===== config.mk =====
export PLATFORM = sky130hd
export DESIGN_NAME = load_store_unit
export DESIGN_NICKNAME = d
export VERILOG_FILES = /design/src/lsu_pkg.sv /design/src/load_store_unit.sv /design/src/lsu_ctrl_fsm.sv /design/src/lsu_load_align.sv /design/src/lsu_store_align.sv
export VERILOG_INCLUDE_DIRS = /design/src
export SDC_FILE = /design/constraint.sdc
export NUM_CORES = 1
export LEC_CHECK = 0
export BUFFER_PORTS_ARGS = -buffer_cell sky130_fd_sc_hd__buf_4
export CORE_UTILIZATION = 49
export DETAILED_ROUTE_END_ITERATION = 7
export PLACE_DENSITY = 0.83
export SYNTH_ARGS = -nofsm -noshare
export SYNTH_HDL_FRONTEND = slang
export SYNTH_SLANG_ARGS = --single-unit
export TNS_END_PERCENT = 5

===== constraint.sdc =====
create_clock -name clk_i -period 5.1 [get_ports clk_i]
set_input_delay 0.765 -clock clk_i [delete_from_list [all_inputs] [get_ports clk_i]]
set_output_delay 0.765 -clock clk_i [all_outputs]
set_load 0.02 [all_outputs]

===== src/lsu_consts.svh =====
// load/store unit constants
`ifndef LSU_CONSTS_SVH
`define LSU_CONSTS_SVH

//////////////////////////////////////////////////////////////////////
// bus widths, fixed by the data bus
//////////////////////////////////////////////////////////////////////

`define LSU_ADDR_W 32 // byte address
`define LSU_DATA_W 32 // data word, no tag bit
`define LSU_BE_W   4  // one enable per byte lane

//////////////////////////////////////////////////////////////////////
// access data type codes
//////////////////////////////////////////////////////////////////////

`define LSU_TYPE_WORD 2'b00
`define LSU_TYPE_HALF 2'b01
// byte access, 2'b11 decodes the same way
`define LSU_TYPE_BYTE 2'b10

`endif


===== src/lsu_pkg.sv =====
// load/store unit types
`include "lsu_consts.svh"

package lsu_pkg;

  // vectors with a meaning of their own
  typedef logic [`LSU_ADDR_W-1:0] addr_t;   // byte address
  typedef logic [`LSU_DATA_W-1:0] word_t;   // bus data word
  typedef logic [`LSU_BE_W-1:0]   be_t;     // byte lane enables
  typedef logic [1:0]             offset_t; // byte within a word
  typedef logic [1:0]             dtype_t;  // word, half or byte

  // request fields from the core, held until request done
  typedef struct packed {
    logic    we;       // store when set
    dtype_t  dtype;    // access size
    logic    sign_ext; // sign extend loaded halves and bytes
    addr_t   addr;     // byte address from the address generator
    word_t   wdata;    // store data, lsb aligned
  } lsu_req_t;

  // transaction control kept for the response phase
  typedef struct packed {
    offset_t offset;   // low address bits of the first half
    dtype_t  dtype;
    logic    sign_ext;
  } xfer_ctrl_t;

  // access sequencing
  typedef enum logic [2:0] {
    IDLE,                     // ready, also takes the final rvalid
    WAIT_GNT_MIS,             // first half of a split access not granted yet
    WAIT_RVALID_MIS,          // first half granted, second half requested
    WAIT_GNT,                 // waiting for the last grant
    WAIT_RVALID_MIS_GNTS_DONE // both granted, first rvalid still due
  } ls_fsm_e;

endpackage


===== src/load_store_unit.sv =====
// load/store unit top level
`timescale 1ns/1ps
`include "lsu_consts.svh"

module load_store_unit (
  input  logic              clk_i,
  input  logic              rst_ni,

  // core side
  input  logic              lsu_req_i,
  input  lsu_pkg::lsu_req_t req_i,        // held until lsu_req_done_o
  output logic              addr_incr_req_o,
  output lsu_pkg::addr_t    addr_last_o,
  output logic              lsu_req_done_o,
  output logic              lsu_resp_valid_o,
  output logic              lsu_rdata_valid_o,
  output lsu_pkg::word_t    lsu_rdata_o,
  output logic              load_err_o,
  output logic              store_err_o,
  output logic              busy_o,

  // data bus
  output logic              data_req_o,
  output lsu_pkg::addr_t    data_addr_o,  // word aligned
  output logic              data_we_o,
  output lsu_pkg::be_t      data_be_o,
  output lsu_pkg::word_t    data_wdata_o,
  input  logic              data_gnt_i,
  input  logic              data_rvalid_i,
  input  logic              data_err_i,
  input  logic              data_pmp_err_i,
  input  lsu_pkg::word_t    data_rdata_i
);

  logic second_part;  // second word of a split access
  logic ctrl_update;  // latch control for the response
  logic rdata_update; // latch first word of a split load

  assign data_addr_o = {req_i.addr[`LSU_ADDR_W-1:2], 2'b00};
  assign data_we_o   = req_i.we;

  lsu_ctrl_fsm u_ctrl_fsm (
    .clk_i             (clk_i),
    .rst_ni            (rst_ni),
    .lsu_req_i         (lsu_req_i),
    .req_i             (req_i),
    .data_gnt_i        (data_gnt_i),
    .data_rvalid_i     (data_rvalid_i),
    .data_err_i        (data_err_i),
    .data_pmp_err_i    (data_pmp_err_i),
    .data_req_o        (data_req_o),
    .addr_incr_req_o   (addr_incr_req_o),
    .second_part_o     (second_part),
    .ctrl_update_o     (ctrl_update),
    .rdata_update_o    (rdata_update),
    .addr_last_o       (addr_last_o),
    .lsu_req_done_o    (lsu_req_done_o),
    .lsu_resp_valid_o  (lsu_resp_valid_o),
    .lsu_rdata_valid_o (lsu_rdata_valid_o),
    .load_err_o        (load_err_o),
    .store_err_o       (store_err_o),
    .busy_o            (busy_o)
  );

  lsu_store_align u_store_align (
    .req_i         (req_i),
    .second_part_i (second_part),
    .data_be_o     (data_be_o),
    .data_wdata_o  (data_wdata_o)
  );

  lsu_load_align u_load_align (
    .clk_i          (clk_i),
    .rst_ni         (rst_ni),
    .req_i          (req_i),
    .ctrl_update_i  (ctrl_update),
    .rdata_update_i (rdata_update),
    .data_rdata_i   (data_rdata_i),
    .lsu_rdata_o    (lsu_rdata_o)
  );

endmodule


===== src/lsu_ctrl_fsm.sv =====
// load/store access control
`timescale 1ns/1ps
`include "lsu_consts.svh"

module lsu_ctrl_fsm (
  input  logic              clk_i,
  input  logic              rst_ni,
  input  logic              lsu_req_i,
  input  lsu_pkg::lsu_req_t req_i,
  input  logic              data_gnt_i,
  input  logic              data_rvalid_i,
  input  logic              data_err_i,
  input  logic              data_pmp_err_i,  // address phase, blocks the grant
  output logic              data_req_o,
  output logic              addr_incr_req_o, // core moves to the next word
  output logic              second_part_o,
  output logic              ctrl_update_o,
  output logic              rdata_update_o,
  output lsu_pkg::addr_t    addr_last_o,     // trap value and address base
  output logic              lsu_req_done_o,
  output logic              lsu_resp_valid_o,
  output logic              lsu_rdata_valid_o,
  output logic              load_err_o,
  output logic              store_err_o,
  output logic              busy_o
);

  import lsu_pkg::*;

  ls_fsm_e ls_fsm_cs, ls_fsm_ns;
  offset_t offset;
  addr_t   addr_last_q, addr_last_d;
  logic    split_access;            // needs two bus words
  logic    handle_mis_q, handle_mis_d; // second half in progress
  logic    pmp_err_q, pmp_err_d;
  logic    lsu_err_q, lsu_err_d;    // error of the first half
  logic    we_q;
  logic    addr_update, lsu_go, resp_valid, any_err;

  assign offset       = req_i.addr[1:0];
  assign split_access = ((req_i.dtype == `LSU_TYPE_WORD) && (offset != 2'b00)) ||
                        ((req_i.dtype == `LSU_TYPE_HALF) && (offset == 2'b11));

  //////////////////////////////////////////////////////////////////////
  // next state
  //////////////////////////////////////////////////////////////////////

  always_comb begin
    ls_fsm_ns       = ls_fsm_cs;
    handle_mis_d    = handle_mis_q;
    pmp_err_d       = pmp_err_q;
    lsu_err_d       = lsu_err_q;
    data_req_o      = 1'b0;
    addr_incr_req_o = 1'b0;
    ctrl_update_o   = 1'b0;
    rdata_update_o  = 1'b0;
    addr_update     = 1'b0;
    lsu_go          = 1'b0;
    unique case (ls_fsm_cs)
      IDLE: begin
        pmp_err_d = 1'b0;
        if (lsu_req_i) begin
          data_req_o = 1'b1;
          lsu_go     = 1'b1;
          pmp_err_d  = data_pmp_err_i; // held for the wait states
          lsu_err_d  = 1'b0;
          if (data_gnt_i) begin
            ctrl_update_o = 1'b1;
            addr_update   = 1'b1;
            handle_mis_d  = split_access;
            ls_fsm_ns     = split_access ? WAIT_RVALID_MIS : IDLE;
          end else begin
            ls_fsm_ns = split_access ? WAIT_GNT_MIS : WAIT_GNT;
          end
        end
      end
      WAIT_GNT_MIS: begin
        data_req_o = 1'b1;
        if (data_gnt_i || pmp_err_q) begin // a pmp error never sees a grant
          ctrl_update_o = 1'b1;
          addr_update   = 1'b1;
          handle_mis_d  = 1'b1;
          ls_fsm_ns     = WAIT_RVALID_MIS;
        end
      end
      WAIT_RVALID_MIS: begin
        data_req_o      = 1'b1; // second word goes out now
        addr_incr_req_o = 1'b1;
        if (data_rvalid_i || pmp_err_q) begin
          pmp_err_d      = data_pmp_err_i;         // now for the second half
          lsu_err_d      = data_err_i | pmp_err_q; // first half result
          rdata_update_o = ~we_q;
          addr_update    = data_gnt_i & ~(data_err_i | pmp_err_q);
          handle_mis_d   = ~data_gnt_i;
          ls_fsm_ns      = data_gnt_i ? IDLE : WAIT_GNT;
        end else if (data_gnt_i) begin
          handle_mis_d = 1'b0;
          ls_fsm_ns    = WAIT_RVALID_MIS_GNTS_DONE;
        end
      end
      WAIT_GNT: begin
        data_req_o      = 1'b1;
        addr_incr_req_o = handle_mis_q; // only for a pending second half
        if (data_gnt_i || pmp_err_q) begin
          ctrl_update_o = 1'b1;
          addr_update   = ~lsu_err_q;   // keep the first failing address
          handle_mis_d  = 1'b0;
          ls_fsm_ns     = IDLE;
        end
      end
      WAIT_RVALID_MIS_GNTS_DONE: begin
        addr_incr_req_o = 1'b1; // keeps the second address for addr_last
        if (data_rvalid_i) begin
          pmp_err_d      = data_pmp_err_i;
          lsu_err_d      = data_err_i;    // granted, so no pmp error here
          addr_update    = ~data_err_i;
          rdata_update_o = ~we_q;
          ls_fsm_ns      = IDLE;
        end
      end
      default: ls_fsm_ns = IDLE;
    endcase
  end

  //////////////////////////////////////////////////////////////////////
  // state and status registers
  //////////////////////////////////////////////////////////////////////

  // unaligned address for the first half, word aligned for the second
  assign addr_last_d = addr_incr_req_o ? {req_i.addr[`LSU_ADDR_W-1:2], 2'b00} : req_i.addr;

  always_ff @(posedge clk_i or negedge rst_ni) begin
    if (!rst_ni) begin
      ls_fsm_cs    <= IDLE;
      handle_mis_q <= 1'b0;
      pmp_err_q    <= 1'b0;
      lsu_err_q    <= 1'b0;
      we_q         <= 1'b0;
      addr_last_q  <= '0;
    end else begin
      ls_fsm_cs    <= ls_fsm_ns;
      handle_mis_q <= handle_mis_d;
      pmp_err_q    <= pmp_err_d;
      lsu_err_q    <= lsu_err_d;
      if (ctrl_update_o) we_q <= req_i.we;
      if (addr_update) addr_last_q <= addr_last_d;
    end
  end

  // response outputs
  assign any_err           = lsu_err_q | data_err_i | pmp_err_q; // either half
  assign resp_valid        = (data_rvalid_i | pmp_err_q) & (ls_fsm_cs == IDLE);
  assign lsu_req_done_o    = (lsu_go | (ls_fsm_cs != IDLE)) & (ls_fsm_ns == IDLE);
  assign lsu_resp_valid_o  = resp_valid;
  assign lsu_rdata_valid_o = (ls_fsm_cs == IDLE) & data_rvalid_i & ~any_err & ~we_q;
  assign load_err_o        = resp_valid & any_err & ~we_q;
  assign store_err_o       = resp_valid & any_err & we_q;
  assign second_part_o     = handle_mis_q;
  assign addr_last_o       = addr_last_q;
  assign busy_o            = (ls_fsm_cs != IDLE);

endmodule


===== src/lsu_load_align.sv =====
// load data realignment and extension
`timescale 1ns/1ps
`include "lsu_consts.svh"

module lsu_load_align (
  input  logic              clk_i,
  input  logic              rst_ni,
  input  lsu_pkg::lsu_req_t req_i,
  input  logic              ctrl_update_i,  // capture request control
  input  logic              rdata_update_i, // capture first bus word
  input  lsu_pkg::word_t    data_rdata_i,
  output lsu_pkg::word_t    lsu_rdata_o
);

  import lsu_pkg::*;

  xfer_ctrl_t                ctrl_q;
  logic [`LSU_DATA_W-1:8]    rdata_q;   // upper bytes of the first word
  word_t                     rdata_w;   // realigned word
  logic [15:0]               rdata_h;   // selected half
  logic [7:0]                rdata_b;   // selected byte
  logic                      sign_h, sign_b;

  //////////////////////////////////////////////////////////////////////
  // registers
  //////////////////////////////////////////////////////////////////////

  always_ff @(posedge clk_i or negedge rst_ni) begin
    if (!rst_ni) begin
      ctrl_q <= '0;
    end else if (ctrl_update_i) begin
      ctrl_q.offset   <= req_i.addr[1:0];
      ctrl_q.dtype    <= req_i.dtype;
      ctrl_q.sign_ext <= req_i.sign_ext;
    end
  end

  // byte 0 of the first word is never part of a split result
  always_ff @(posedge clk_i) begin
    if (rdata_update_i) begin
      rdata_q <= data_rdata_i[31:8];
    end
  end

  //////////////////////////////////////////////////////////////////////
  // realignment
  //////////////////////////////////////////////////////////////////////

  // first word bytes sit low and the current word fills the top
  always_comb begin
    unique case (ctrl_q.offset)
      2'b00:   rdata_w = data_rdata_i;
      2'b01:   rdata_w = {data_rdata_i[7:0], rdata_q[31:8]};
      2'b10:   rdata_w = {data_rdata_i[15:0], rdata_q[31:16]};
      default: rdata_w = {data_rdata_i[23:0], rdata_q[31:24]};
    endcase
  end

  // only a half word at offset 3 crosses into the second word
  always_comb begin
    unique case (ctrl_q.offset)
      2'b00:   rdata_h = data_rdata_i[15:0];
      2'b01:   rdata_h = data_rdata_i[23:8];
      2'b10:   rdata_h = data_rdata_i[31:16];
      default: rdata_h = {data_rdata_i[7:0], rdata_q[31:24]};
    endcase
  end

  // a byte always sits within the current word
  always_comb begin
    unique case (ctrl_q.offset)
      2'b00:   rdata_b = data_rdata_i[7:0];
      2'b01:   rdata_b = data_rdata_i[15:8];
      2'b10:   rdata_b = data_rdata_i[23:16];
      default: rdata_b = data_rdata_i[31:24];
    endcase
  end

  //////////////////////////////////////////////////////////////////////
  // extension and size select
  //////////////////////////////////////////////////////////////////////

  assign sign_h = ctrl_q.sign_ext & rdata_h[15]; // zero fill unless signed
  assign sign_b = ctrl_q.sign_ext & rdata_b[7];

  always_comb begin
    unique case (ctrl_q.dtype)
      `LSU_TYPE_WORD: lsu_rdata_o = rdata_w;
      `LSU_TYPE_HALF: lsu_rdata_o = {{16{sign_h}}, rdata_h};
      default:        lsu_rdata_o = {{24{sign_b}}, rdata_b}; // both byte codes
    endcase
  end

endmodule


===== src/lsu_store_align.sv =====
// store byte enables and write data
`timescale 1ns/1ps
`include "lsu_consts.svh"

module lsu_store_align (
  input  lsu_pkg::lsu_req_t req_i,
  input  logic              second_part_i, // second bus word of a split access
  output lsu_pkg::be_t      data_be_o,
  output lsu_pkg::word_t    data_wdata_o
);

  import lsu_pkg::*;

  offset_t offset;

  assign offset = req_i.addr[1:0];

  //////////////////////////////////////////////////////////////////////
  // byte enables
  //////////////////////////////////////////////////////////////////////

  always_comb begin
    unique case (req_i.dtype)
      `LSU_TYPE_WORD: begin
        if (!second_part_i) begin
          // first word, lanes from the offset upward
          unique case (offset)
            2'b00:   data_be_o = 4'b1111;
            2'b01:   data_be_o = 4'b1110;
            2'b10:   data_be_o = 4'b1100;
            default: data_be_o = 4'b1000;
          endcase
        end else begin
          // second word, the remaining low lanes
          unique case (offset)
            2'b00:   data_be_o = 4'b0000; // aligned words never split
            2'b01:   data_be_o = 4'b0001;
            2'b10:   data_be_o = 4'b0011;
            default: data_be_o = 4'b0111;
          endcase
        end
      end

      `LSU_TYPE_HALF: begin
        if (!second_part_i) begin
          unique case (offset)
            2'b00:   data_be_o = 4'b0011;
            2'b01:   data_be_o = 4'b0110;
            2'b10:   data_be_o = 4'b1100;
            default: data_be_o = 4'b1000; // upper byte goes in the next word
          endcase
        end else begin
          data_be_o = 4'b0001; // only offset 3 splits
        end
      end

      default: begin // byte, both codes
        unique case (offset)
          2'b00:   data_be_o = 4'b0001;
          2'b01:   data_be_o = 4'b0010;
          2'b10:   data_be_o = 4'b0100;
          default: data_be_o = 4'b1000;
        endcase
      end
    endcase
  end

  //////////////////////////////////////////////////////////////////////
  // write data rotation
  //////////////////////////////////////////////////////////////////////

  // rotate left by the offset, bytes that wrap land in the low lanes
  // and are picked up by the second half's enables
  always_comb begin
    unique case (offset)
      2'b00:   data_wdata_o = req_i.wdata;
      2'b01:   data_wdata_o = {req_i.wdata[23:0], req_i.wdata[31:24]};
      2'b10:   data_wdata_o = {req_i.wdata[15:0], req_i.wdata[31:16]};
      default: data_wdata_o = {req_i.wdata[7:0], req_i.wdata[31:8]};
    endcase
  end

endmodule


==> metrics.yaml <==
finish:
  fillCellCount: 821
  fin_area_mm2: 0.007450
  fin_nets: 873
  syn_to_final_growth_pct: 33.11
  seq_area_mm2: 0.001824
  drive_above_1_share: 0.4444
  stdcell_count: 905
  fin_util: 0.6783
  n_antenna_cell: 0
  multi_input_area_mm2: 0.003117
timing:
  fin_skew_ps: 7.669
  final.period_utilization: 0.7314
  setup_viol: 0
  clock.fmax_mhz: 268.1
  hold_violations: 0
  tightest_slew_ps: 1195
  relSlewSlack: 0.2032
  drv_slew: 0
  fin_crit_ps: 3730
  fin_tns_setup_ps: 0
  rsz0062_at_grt: "false"
worst_setup_path:
  slowest_delay_ps: 970
  crit_fanout: 36
  path_class: "in -> out"
  cp_cell_sequence: "buf_4, inv_1, ha_1, or2_2, a2111o_1, o211ai_1, nor4_1, buf_4"
  start_kind: "input pin"
  cp_top_family: "adder cells"
  critPathBufInv: 3
  rrSetupSlack_ps: 2770
  cp_data_arrival_time_ps: 2970
  critical-path-slowest-cell: "ha_1"
  worstSetupEndpointType: "output port"
  cpMostUsedCell: "buf_4"
  required_ps: 4340
place:
  placed_area_mm2: 0.007166
  portBuffers: 245
  placed_cells: 889
  gp_congestion: 0.9181
  hpwl_mm: 11.84
route:
  antenna_left: 0
  wl_per_cell_um: 18.10
  routed_wl_mm: 16.38
  drt_iter0_drc: 524
  num_vias: 5447
  highest_layer: "met4"
  avgViaCountPerCell: 6.019
  met3WireLength_mm: 1.522
  first_pass_iters: 8
  route.met2.wl_mm: 8.126
  drc: 19
  met1_length_mm: 6.383
grt:
  grt_pass1_wl_mm: 25.12
  first_global_vias: 5047
  grtUsageTotal: 0.2719
  grt_max_degree: 63
  antenna_found_initial: 0
  grt_overflow: 0
logic_synthesis:
  ys_ff_latch: 68
  synth_ff_type: "dfrtp_1"
  synth_cell_type_count: 55
  ys_async_sr_fraction: 0.6471
  synth_cells: 583
  synth_edf_count: 24
  synth_area_per_cell_um2: 9.600
  yosysSeqAreaShare: 0.3255
  synth_area_mm2: 0.005597
  ys_warn_count: 0
clock_tree:
  root_buffer: "clkbuf_16"
  cts.clk_slew.worst_paths_ps: 60
  numCtsBuffers: 9
  clock_tree.buffer_depth: 2
  post_cts_resized: 0
  cts_setup_buffers: 0
  hold_buffers: 0
  cts_max_level: 3
  clock_latency_ps: 340
  clock-sinks: 68
  tritoncts: "built"
floorplan:
  die_w_um: 108.9
  io_pins: 248
  core_area_mm2: 0.01098
  die_y_um: 108.9
  dieArea_mm2: 0.01185
  row_count: 38
  initial_utilization: 0.5096
pwr:
  p_sw_mw: 2.145
  p_leak_nw: 3.448
  p_comb_frac: 0.645
  ir_drop_v: 0.0004519
  p_int_mw: 2.461
  sw_frac_of_total: 0.4656
  clock_power_share: 0.128
  powerDensity_mw_per_mm2: 618.3
  p_seq_frac: 0.227
hold_path:
  hp-class: "in -> async"
flow_run:
  drv_cap: 0
status:
  status: "finished with violations"
  violations: "DRC"
[layer usage]
metal,vias to the layer above,GRT usage
met1,2575,0.3346
met2,337,0.4686
met5,-,0
met3,29,0.05858
met4,0,0.09266
li1,2506,-
[worst paths after layout]
check | start | endpoint | cells after the start
setup / recovery | req_i[33] | lsu_req_done_o | 8
hold / removal | rst_ni | u_ctrl_fsm.ls_fsm_cs[1]$_DFF_PN0_ | 1
setup reg to reg | u_ctrl_fsm.ls_fsm_cs[1]$_DFF_PN0_ | u_ctrl_fsm.addr_last_o[21]$_DFFE_PN0P_ | 6
hold reg to reg | u_ctrl_fsm.addr_last_o[19]$_DFFE_PN0P_ | u_ctrl_fsm.addr_last_o[19]$_DFFE_PN0P_ | 1
max in group asynchronous | rst_ni | u_load_align.ctrl_q[3]$_DFFE_PN0P_ | 1
min in group clk_i | u_ctrl_fsm.addr_last_o[19]$_DFFE_PN0P_ | u_ctrl_fsm.addr_last_o[19]$_DFFE_PN0P_ | 1
[sequential cells by signal, indices dropped and copies added (netlist names)]
name	cells
u_ctrl_fsm.ls_fsm_cs	3
u_load_align.ctrl_q	5
u_ctrl_fsm.lsu_err_q	1
u_ctrl_fsm.second_part_o	1
u_load_align.rdata_q	24
u_ctrl_fsm.addr_last_o	32
u_ctrl_fsm.we_q	1
u_ctrl_fsm.pmp_err_q	1
[cells in the final DEF (no fill, tap or decap), drive strengths merged, types with 2 or more instances in the layout]
cell type  count
ha             6
o21a           4
nor2          36
o211ai         2
nand3b         7
clkinv         3
nand2b         4
mux4           9
o31ai         14
buf          250
edfxtp        24
o2bb2ai        3
dfrtp         44
inv           49
o22a           5
clkbuf         9
o311ai         2
a32o           7
nand3          3
nor3           8
o22ai          5
a22oi          2
and2b          2
a222oi        32
o21ai         25
mux2i         51
conb           2
a221oi         8
o221ai         6
a21o           7
nand2         40
nor2b          7
a21oi         22
or2            2
a31oi          2
mux2          52
[synthesized netlist by cell type, drive strengths merged (6+ instances only)]
library cell	n	area [um2]
inv	46	172.7
nor2b	7	43.79
mux4	9	202.7
o21ai	25	125.1
a21o	7	52.55
clkbuf	29	108.9
ha	6	75.07
dfrtp	44	1101
a21oi	22	113.9
nand2	40	150.1
o221ai	6	52.55
mux2	52	585.6
mux2i	51	510.5
buf	56	387.9
a32o	7	70.07
nor3	8	45.04
edfxtp	24	720.7
nor2	36	135.1
a222oi	32	320.3
o31ai	14	118.9
a221oi	8	70.07
nand3b	7	52.55
[final cells by class]
class	count	share of cell area
Clock buffer	9	0.03023
Clock inverter	7	0.007894
Inverter	46	0.02318
Multi-Input combinational cell	385	0.4184
Sequential cell	68	0.2449
Tap cell	140	0.02351
Timing Repair Buffer	250	0.2519
[kinds of logic (layout without fill, tap and decap cells)]
| group | Yosys count | after routing | synth area share |
|---|---|---|---|
| muxes | 112 | 112 | 0.2321 |
| AOI/OAI and AO/OA | 152 | 152 | 0.2135 |
| adders and majority gates | 6 | 6 | 0.01341 |
| buffers and inverters | 131 | 312 | 0.1196 |
| and+or+nand+nor | 112 | 112 | 0.09367 |
| other | 1 | 2 | 0.0006700 |
| xor gates and xnor gates | 1 | 1 | 0.001565 |
| DFF | 68 | 68 | 0.3255 |
[stage by stage]
step | total power [mW] | setup slack [ps] | hold WS (ps)
floorplan | 2.969 | 1872 | 469.4
global placement | 3.935 | 1521 | 474.8
detailed placement | 3.998 | 1443 | 481.0
CTS | 4.610 | 1432 | 428.5
global route | 4.874 | 1260 | 461.0
finish | 4.606 | 1370 | 411.7
[power by group through the flow]
stage | registers (mW) | logic [mW] | clock network (mW)
after floorplan | 1.06 | 1.91 | 0
after global placement | 1.04 | 2.90 | 0
after detailed placement | 1.05 | 2.95 | 0
after CTS | 1.04 | 2.97 | 0.601
after global routing | 1.08 | 3.17 | 0.630
final | 1.05 | 2.97 | 0.590
Power figures use the tool's default switching activity.
